===== src/rtl/wl_consts.svh =====
`ifndef WL_CONSTS_SVH
`define WL_CONSTS_SVH

// Word width of the weight image
`define WL_DATA_W       8

// Layer sizes
`define WL_FEAT_IN      8
`define WL_FEAT_OUT     4
`define WL_FEAT_FINAL   3

// Segment sizes in words
`define WL_W1_WORDS     (`WL_FEAT_IN * `WL_FEAT_OUT)
`define WL_A1_WORDS     (2 * `WL_FEAT_OUT)
`define WL_W2_WORDS     (`WL_FEAT_OUT * `WL_FEAT_FINAL)
`define WL_A2_WORDS     (2 * `WL_FEAT_FINAL)

`define WL_TOTAL_WORDS  (`WL_W1_WORDS + `WL_A1_WORDS + `WL_W2_WORDS + `WL_A2_WORDS)

// Segments are packed back to back, first layer weights start at zero
`define WL_A1_BASE      (`WL_W1_WORDS)
`define WL_W2_BASE      (`WL_A1_BASE + `WL_A1_WORDS)
`define WL_A2_BASE      (`WL_W2_BASE + `WL_W2_WORDS)

`endif


===== src/rtl/wl_pkg.sv =====
`include "wl_consts.svh"

package wl_pkg;

  // One word of the flat weight image
  typedef logic [`WL_DATA_W-1:0] data_t;

  // Address into the weight image
  typedef logic [$clog2(`WL_TOTAL_WORDS)-1:0] word_addr_t;

  // Row inside one first-layer bank
  typedef logic [$clog2(`WL_FEAT_IN)-1:0] bank_row_t;

  // Offset within a segment, sized for the first-layer weights
  typedef logic [$clog2(`WL_W1_WORDS)-1:0] seg_idx_t;

  // Destination of the word currently in flight
  typedef enum logic [2:0] {
    SEG_W1,
    SEG_A1,
    SEG_W2,
    SEG_A2,
    SEG_DONE
  } seg_e;

endpackage


===== src/rtl/wgt_fetch_seq.sv =====
`timescale 1ns/10ps
`include "wl_consts.svh"

module wgt_fetch_seq (
  input  logic               clk,
  input  logic               rst_n,
  input  logic               sched_vld_i,
  output logic               sched_rdy_o,
  output wl_pkg::word_addr_t wgt_addr_o,
  input  wl_pkg::data_t      wgt_data_i,
  output wl_pkg::data_t      wr_data_o,
  output wl_pkg::seg_idx_t   wr_idx_o,
  output logic               w1_we_o,
  output logic               a1_we_o,
  output logic               w2_we_o,
  output logic               a2_we_o
);

  import wl_pkg::*;

  localparam int unsigned LAST_ADDR = `WL_TOTAL_WORDS - 1;

  // Addresses issued so far, stops at the word total
  word_addr_t issue_cnt_q;
  word_addr_t addr_q;
  logic       issued_q;
  logic       issue;

  seg_e       seg;
  seg_idx_t   seg_off;
  seg_e       tag_q;
  seg_idx_t   off_q;

  logic       last_wr_q;
  logic       rdy_q;

  assign issue = sched_vld_i && (issue_cnt_q < `WL_TOTAL_WORDS);

  // Address only moves on valid cycles and holds at the last word
  always_ff @(posedge clk or negedge rst_n) begin
    if (!rst_n) begin
      issue_cnt_q <= '0;
      addr_q      <= '0;
      issued_q    <= 1'b0;
    end else begin
      issued_q <= issue;
      if (issue) begin
        addr_q      <= issue_cnt_q;
        issue_cnt_q <= issue_cnt_q + 1'b1;
      end
    end
  end

  assign wgt_addr_o = addr_q;

  // Segment decode of the address on the bus
  always_comb begin
    seg     = SEG_DONE;
    seg_off = '0;
    if (issued_q) begin
      if (addr_q < `WL_A1_BASE) begin
        seg     = SEG_W1;
        seg_off = seg_idx_t'(addr_q);
      end else if (addr_q < `WL_W2_BASE) begin
        seg     = SEG_A1;
        seg_off = seg_idx_t'(addr_q - `WL_A1_BASE);
      end else if (addr_q < `WL_A2_BASE) begin
        seg     = SEG_W2;
        seg_off = seg_idx_t'(addr_q - `WL_W2_BASE);
      end else begin
        seg     = SEG_A2;
        seg_off = seg_idx_t'(addr_q - `WL_A2_BASE);
      end
    end
  end

  // Tag follows the address by one stage to meet the memory latency
  always_ff @(posedge clk or negedge rst_n) begin
    if (!rst_n) begin
      tag_q <= SEG_DONE;
      off_q <= '0;
    end else begin
      tag_q <= seg;
      off_q <= seg_off;
    end
  end

  // Returned word lines up with the delayed tag
  assign wr_data_o = wgt_data_i;
  assign wr_idx_o  = off_q;

  assign w1_we_o = (tag_q == SEG_W1);
  assign a1_we_o = (tag_q == SEG_A1);
  assign w2_we_o = (tag_q == SEG_W2);
  assign a2_we_o = (tag_q == SEG_A2);

  // Ready goes up one cycle after the final write and stays up
  always_ff @(posedge clk or negedge rst_n) begin
    if (!rst_n) begin
      last_wr_q <= 1'b0;
      rdy_q     <= 1'b0;
    end else begin
      last_wr_q <= a2_we_o && (off_q == seg_idx_t'(`WL_A2_WORDS - 1));
      rdy_q     <= rdy_q | last_wr_q;
    end
  end

  assign sched_rdy_o = rdy_q;

  // Only one loader may take the shared bus in a cycle
  a_we_onehot : assert property (@(posedge clk) disable iff (!rst_n)
    $onehot0({w1_we_o, a1_we_o, w2_we_o, a2_we_o}));

  // Counter saturation keeps the address inside the image
  a_addr_range : assert property (@(posedge clk) disable iff (!rst_n)
    addr_q <= LAST_ADDR);

endmodule


===== src/rtl/conv1_wgt_banks.sv =====
`timescale 1ns/10ps
`include "wl_consts.svh"

module conv1_wgt_banks (
  input  logic                                 clk,
  input  logic                                 rst_n,
  input  logic                                 we_i,
  input  wl_pkg::seg_idx_t                     idx_i,
  input  wl_pkg::data_t                        data_i,
  input  wl_pkg::bank_row_t [`WL_FEAT_OUT-1:0] rd_addr_i,
  output wl_pkg::data_t     [`WL_FEAT_OUT-1:0] rd_data_o
);

  import wl_pkg::*;

  localparam int BANK_W = $clog2(`WL_FEAT_OUT);

  logic [BANK_W-1:0] wr_bank;
  bank_row_t         wr_row;

  // Row-major layout so consecutive words land in consecutive banks
  assign wr_bank = BANK_W'(idx_i % `WL_FEAT_OUT);
  assign wr_row  = bank_row_t'(idx_i / `WL_FEAT_OUT);

  for (genvar b = 0; b < `WL_FEAT_OUT; b++) begin : g_bank
    data_t mem [`WL_FEAT_IN];
    data_t rd_q;

    always_ff @(posedge clk) begin
      if (we_i && (wr_bank == b)) begin
        mem[wr_row] <= data_i;
      end
    end

    // Registered read, one cycle from address to data
    always_ff @(posedge clk or negedge rst_n) begin
      if (!rst_n) begin
        rd_q <= '0;
      end else begin
        rd_q <= mem[rd_addr_i[b]];
      end
    end

    assign rd_data_o[b] = rd_q;
  end

  // Sequencer must only strobe offsets of the first-layer segment
  a_idx_range : assert property (@(posedge clk) disable iff (!rst_n)
    we_i |-> (idx_i < `WL_W1_WORDS));

endmodule


===== src/rtl/attn_vec_reg.sv =====
`timescale 1ns/10ps

module attn_vec_reg #(
  parameter int DEPTH = 8
) (
  input  logic                           clk,
  input  logic                           rst_n,
  input  logic                           we_i,
  input  wl_pkg::seg_idx_t               idx_i,
  input  wl_pkg::data_t                  data_i,
  output wl_pkg::data_t [DEPTH-1:0]      vec_o
);

  // Entry k of the vector comes from word k of its segment
  always_ff @(posedge clk or negedge rst_n) begin
    if (!rst_n) begin
      vec_o <= '0;
    end else if (we_i) begin
      vec_o[idx_i] <= data_i;
    end
  end

  // Offset from the sequencer has to fit this vector
  a_idx_range : assert property (@(posedge clk) disable iff (!rst_n)
    we_i |-> (idx_i < DEPTH));

endmodule


===== src/rtl/conv2_wgt_reg.sv =====
`timescale 1ns/10ps
`include "wl_consts.svh"

module conv2_wgt_reg (
  input  logic                                                  clk,
  input  logic                                                  rst_n,
  input  logic                                                  we_i,
  input  wl_pkg::seg_idx_t                                      idx_i,
  input  wl_pkg::data_t                                         data_i,
  output wl_pkg::data_t [`WL_FEAT_FINAL-1:0][`WL_FEAT_OUT-1:0]  wgt_o
);

  localparam int CLS_W = $clog2(`WL_FEAT_FINAL);
  localparam int HID_W = $clog2(`WL_FEAT_OUT);

  logic [CLS_W-1:0] cls;
  logic [HID_W-1:0] hid;

  // Class index runs fastest through the segment
  assign cls = CLS_W'(idx_i % `WL_FEAT_FINAL);
  assign hid = HID_W'(idx_i / `WL_FEAT_FINAL);

  always_ff @(posedge clk or negedge rst_n) begin
    if (!rst_n) begin
      wgt_o <= '0;
    end else if (we_i) begin
      wgt_o[cls][hid] <= data_i;
    end
  end

endmodule


===== src/rtl/gat_wgt_loader.sv =====
`timescale 1ns/10ps
`include "wl_consts.svh"

module gat_wgt_loader (
  input  logic                                                  clk,
  input  logic                                                  rst_n,
  input  logic                                                  sched_vld_i,
  output logic                                                  sched_rdy_o,
  output wl_pkg::word_addr_t                                    wgt_addr_o,
  input  wl_pkg::data_t                                         wgt_data_i,
  input  wl_pkg::bank_row_t [`WL_FEAT_OUT-1:0]                  mult_wgt_addr_i,
  output wl_pkg::data_t     [`WL_FEAT_OUT-1:0]                  mult_wgt_dout_o,
  output wl_pkg::data_t     [`WL_A1_WORDS-1:0]                  a_conv1_o,
  output wl_pkg::data_t     [`WL_FEAT_FINAL-1:0][`WL_FEAT_OUT-1:0] wgt_o,
  output wl_pkg::data_t     [`WL_A2_WORDS-1:0]                  a_conv2_o
);

  import wl_pkg::*;

  // Shared write bus from the sequencer to the four loaders
  data_t    wr_data;
  seg_idx_t wr_idx;
  logic     w1_we;
  logic     a1_we;
  logic     w2_we;
  logic     a2_we;

  wgt_fetch_seq u_wgt_fetch_seq (
    .clk         (clk),
    .rst_n       (rst_n),
    .sched_vld_i (sched_vld_i),
    .sched_rdy_o (sched_rdy_o),
    .wgt_addr_o  (wgt_addr_o),
    .wgt_data_i  (wgt_data_i),
    .wr_data_o   (wr_data),
    .wr_idx_o    (wr_idx),
    .w1_we_o     (w1_we),
    .a1_we_o     (a1_we),
    .w2_we_o     (w2_we),
    .a2_we_o     (a2_we)
  );

  conv1_wgt_banks u_conv1_wgt_banks (
    .clk       (clk),
    .rst_n     (rst_n),
    .we_i      (w1_we),
    .idx_i     (wr_idx),
    .data_i    (wr_data),
    .rd_addr_i (mult_wgt_addr_i),
    .rd_data_o (mult_wgt_dout_o)
  );

  attn_vec_reg #(
    .DEPTH (`WL_A1_WORDS)
  ) u_attn_conv1 (
    .clk    (clk),
    .rst_n  (rst_n),
    .we_i   (a1_we),
    .idx_i  (wr_idx),
    .data_i (wr_data),
    .vec_o  (a_conv1_o)
  );

  conv2_wgt_reg u_conv2_wgt_reg (
    .clk    (clk),
    .rst_n  (rst_n),
    .we_i   (w2_we),
    .idx_i  (wr_idx),
    .data_i (wr_data),
    .wgt_o  (wgt_o)
  );

  attn_vec_reg #(
    .DEPTH (`WL_A2_WORDS)
  ) u_attn_conv2 (
    .clk    (clk),
    .rst_n  (rst_n),
    .we_i   (a2_we),
    .idx_i  (wr_idx),
    .data_i (wr_data),
    .vec_o  (a_conv2_o)
  );

endmodule


===== config.mk =====
export PLATFORM = sky130hd
export DESIGN_NAME = gat_wgt_loader
export DESIGN_NICKNAME = d
export VERILOG_FILES = /design/src/rtl/wl_pkg.sv /design/src/rtl/wgt_fetch_seq.sv /design/src/rtl/conv1_wgt_banks.sv /design/src/rtl/attn_vec_reg.sv /design/src/rtl/conv2_wgt_reg.sv /design/src/rtl/gat_wgt_loader.sv
export VERILOG_INCLUDE_DIRS = /design/src /design/src/rtl
export SDC_FILE = /design/constraint.sdc
export NUM_CORES = 1
export LEC_CHECK = 0
export BUFFER_PORTS_ARGS = -buffer_cell sky130_fd_sc_hd__buf_4
export CORE_UTILIZATION = 52
export CTS_CLUSTER_SIZE = 25
export DETAILED_ROUTE_END_ITERATION = 10
export PLACE_DENSITY = 0.76
export SLEW_MARGIN = 20
export SYNTH_ARGS = -nofsm -noshare
export SYNTH_HDL_FRONTEND = slang
export SYNTH_HIERARCHICAL = 1
export SYNTH_SLANG_ARGS = --single-unit

===== constraint.sdc =====
create_clock -name clk -period 4.3 [get_ports clk]
set_clock_uncertainty 0.05 [all_clocks]
set_input_delay 0.86 -clock clk [delete_from_list [all_inputs] [get_ports clk]]
set_output_delay 0.86 -clock clk [all_outputs]
set_load 0.005 [all_outputs]

==> impl_results.md <==
* Outcome: completed
* VDD IR max at 0.356 mV
* Crit-path max FO at 8
* Pleak at 10.5 nW
* CTS tree: built
* Commonest non-fill, non-tap cells in the layout: 281 x buf_4, 262 x dfrtp_1, 256 x edfxtp_1, 198 x mux2_2, 55 x mux4_1
* Max cap viols at 0
* IO Pins at 270
* Critical path's slowest cell: or4_4
* Layout Cells excl Fill at 1921
* Area Overhead vs Synth at 20.5%
* Commonest non-fill, non-tap cell in the layout: buf_4
* Top cell by count, worst path: ha_1
* FFs w/ async S/R, synth at 50.7%
* Max Slew Vio Count at 0
* H-tree depth at 2
* CTS buffer count at 51
* CP endpoint kind: flop
* Arrival time worst endpoint at 4.51 ns
* Fin nets at 1390
* Remaining DRCs at 0
* Largest net degree at the start of global routing at 82
* GRT busiest layer: met2
* Final Util at 63.8%
* RSZ-0062 raised after global routing: yes
* Port bufs at 269
* Flop2flop setup slack at 0.20 ns
* Met2 Use GR at 38.3%
* Syn Area/Cell at 19.0 µm²
* Synth top area share at 37.5%
* Synth Register Bits at 519
* Clock sink total at 519
* CP Launch Type: flop
* Fmax at 244 MHz
* Root buffer cell: clkbuf_16
* Setup WS pre-CTS at 0.125 ns
* Die ar. at 0.0402 mm²
* Number of hold violations in the final report at 0
* Syn nets at 1110
* Min Hold Slack at 0.173 ns
* Vias in the first global route at 11515
* GRT overflow at 0
* Slew HR at 32.7%
* Reg clk slew, reported paths at 0.07 ns
* Drt pass-1 iters at 5
* Final RePlAce weighted congestion at 0.817
* All-Layer GR Usage at 22.6%
* Met3 Use GR at 5.26%
* Mapped cell area at 0.0205 mm²
* Most used DFF post-synth: dfrtp_1
* WS Path Type: reg -> reg
* Leading area contributor after synthesis: edfxtp_1
* Setup TNS at 0 ns
* Power per cell area at 430 mW/mm²
* Fillers at 2743
* Slowest stage delay, CP at 0.58 ns
* Critical R2R Launch: u_wgt_fetch_seq/wr_idx_o[4]
* Inst Count DP at 1822
* Global-route wire length before repair at 69.2 mm
* Grt met1 use at 28.6%
* Final Cell Area at 0.0247 mm²
* R2R depth at 13
* Core Rows at 72
* Register area share after synthesis at 69.6%
* Antenna Cells at 0
* Minimum clock period at 4.10 ns
* Hold Path Class: in -> async
* Final WL at 44.8 mm
* CP required at 4.71 ns
* Crit-path leading delay family: simple AND/OR/NAND/NOR gates
* Clock tree buffer depth at 3
* Tot Pwr at 10.6 mW
* Final Worst Setup Slack at 0.200 ns
* WL/cell at 23.3 µm
* Initial core utilization at 53.0%
* Initial DRC Count at 614
* Worst skew pair latency at 0.59 ns
* Initial antenna violation count at 0
* Setup violations, final at 0
* Final Cycle Share at 95.3%
* Worst path bufs/invs at 0
* Synth Warn # at 6
* Distinct cell type count after synthesis at 77
* Via density at 5.62
* Die width at 201 µm
* Post-route ant nets at 0
* RR Endpoint: u_conv2_wgt_reg/wgt_o[23]
* Fraction of final layout cells with drive strength greater than 1 at 46.3%
* EDFF count, synth at 256
* Core box area at 0.0387 mm²
* Worst path cell trace: ha_1 > nand3b_1 > a21oi_2 > nor2_1 > ha_1 > a221oi_4 > mux2i_1 > ha_1 > a31oi_1 > nand2_1 > or4_4 > a21oi_4 > mux2_2
* Hpwl dp at 27.2 mm
* Ranking of synthesized cells by area: edfxtp_1 37%, dfrtp_1 32%, mux2_2 11%, mux4_1 7.0%, mux2_4 3.0%
* Post-Synthesis Cells at 1082
* Post-DP Area at 0.0229 mm²
* Die Span Y at 201 µm
* Worst-Margin Slew at 1.01 ns
* Total number of vias at 10799
-- area by class of cell --
type                            instances  area (µm²)  area share [%]
Sequential cell                       519       14300            57.8
Multi-Input combinational cell        494        5850            23.7
Timing Repair Buffer                  284        2160            8.76
Clock buffer                           72        1450            5.85
Tap cell                              518         648            2.62
Clock inverter                         22         287            1.16
Inverter                               12        45.0           0.182
-- layer usage --
layer  vias to the layer above  part of all wire, %  wire [µm]
li1                       4729                    -          -
met1                      5671                   41      18200
met2                       309                   50      22500
met3                        90                  6.1       2740
met4                         0                  3.0       1370
met5                         -                    0          0
-- worst max path at each step --
| stage | start | end | depth (start not counted) |
|---|---|---|---|
| final | u_wgt_fetch_seq/wr_idx_o[4] | u_conv2_wgt_reg/wgt_o[23] | 13 |
| after CTS | u_wgt_fetch_seq/wr_idx_o[4] | u_conv2_wgt_reg/wgt_o[31] | 14 |
| after global placement | u_wgt_fetch_seq/wr_idx_o[4] | u_conv2_wgt_reg/wgt_o[26] | 14 |
| after floorplan | u_wgt_fetch_seq/wr_idx_o[3] | u_conv2_wgt_reg/wgt_o[24] | 16 |
| after global routing | u_wgt_fetch_seq/wr_idx_o[4] | u_conv2_wgt_reg/wgt_o[18] | 13 |
| after detailed placement | u_wgt_fetch_seq/wr_idx_o[4] | u_conv2_wgt_reg/wgt_o[15] | 14 |
-- power by group --
group	internal, mW	switching, mW	leakage [nW]
Combinational	0.318	0.309	3.94
Sequential	5.34	0.0872	5.68
Clock	2.71	1.85	0.837
Total	8.37	2.25	10.5
-- cell usage after synthesis (all sizes together) (5+ instances only) --
cell,instances
dfrtp,262
edfxtp,256
mux2,241
mux4,64
nor2,49
buf,38
clkbuf,18
a21oi,15
nand2,14
inv,12
nand3b,8
nor3,8
nand3,7
o21ai,6
ha,5
nand4,5
or3b,5
-- worst register-to-register path: stages, from the launching register on --
cell and delay (ns):
dfrtp_1 0.38, ha_1 0.32, nand3b_1 0.27, a21oi_2 0.22, nor2_1 0.11, ha_1 0.29
a221oi_4 0.34, mux2i_1 0.14, ha_1 0.20, a31oi_1 0.19, nand2_1 0.19, or4_4 0.58
a21oi_4 0.31, mux2_2 0.38
-- registers in the layout (all words and copies together), names as in the netlist --
signal	count
u_wgt_fetch_seq/wr_idx_o	5
u_wgt_fetch_seq/sched_rdy_o	1
u_wgt_fetch_seq/last_wr_q	1
u_attn_conv2/vec_o	48
u_conv1_wgt_banks/g_bank.mem	256
u_conv2_wgt_reg/wgt_o	96
u_conv1_wgt_banks/g_bank.rd_q	32
u_attn_conv1/vec_o	64
u_wgt_fetch_seq/tag_q	3
u_wgt_fetch_seq/issued_q	1
u_wgt_fetch_seq/issue_cnt_q	6
u_wgt_fetch_seq/wgt_addr_o	6
-- kinds of logic after synthesis --
family	count (synthesis)	synth area share, %
DFF	519	69.6
adders and majority gates	5	0.305
xor gates and xnor gates	3	0.128
and+or+nand+nor	133	4.00
buffers and inverters	69	2.15
AOI/OAI and AO/OA	47	1.79
muxes	306	22.1
-- what timing repair did --
action	4_1_cts	5_1_grt
setup buffers	0	5
hold buffers	0	0
setup endpoints to repair	0	90
resized for setup	0	8
Power figures use the tool's default switching activity.
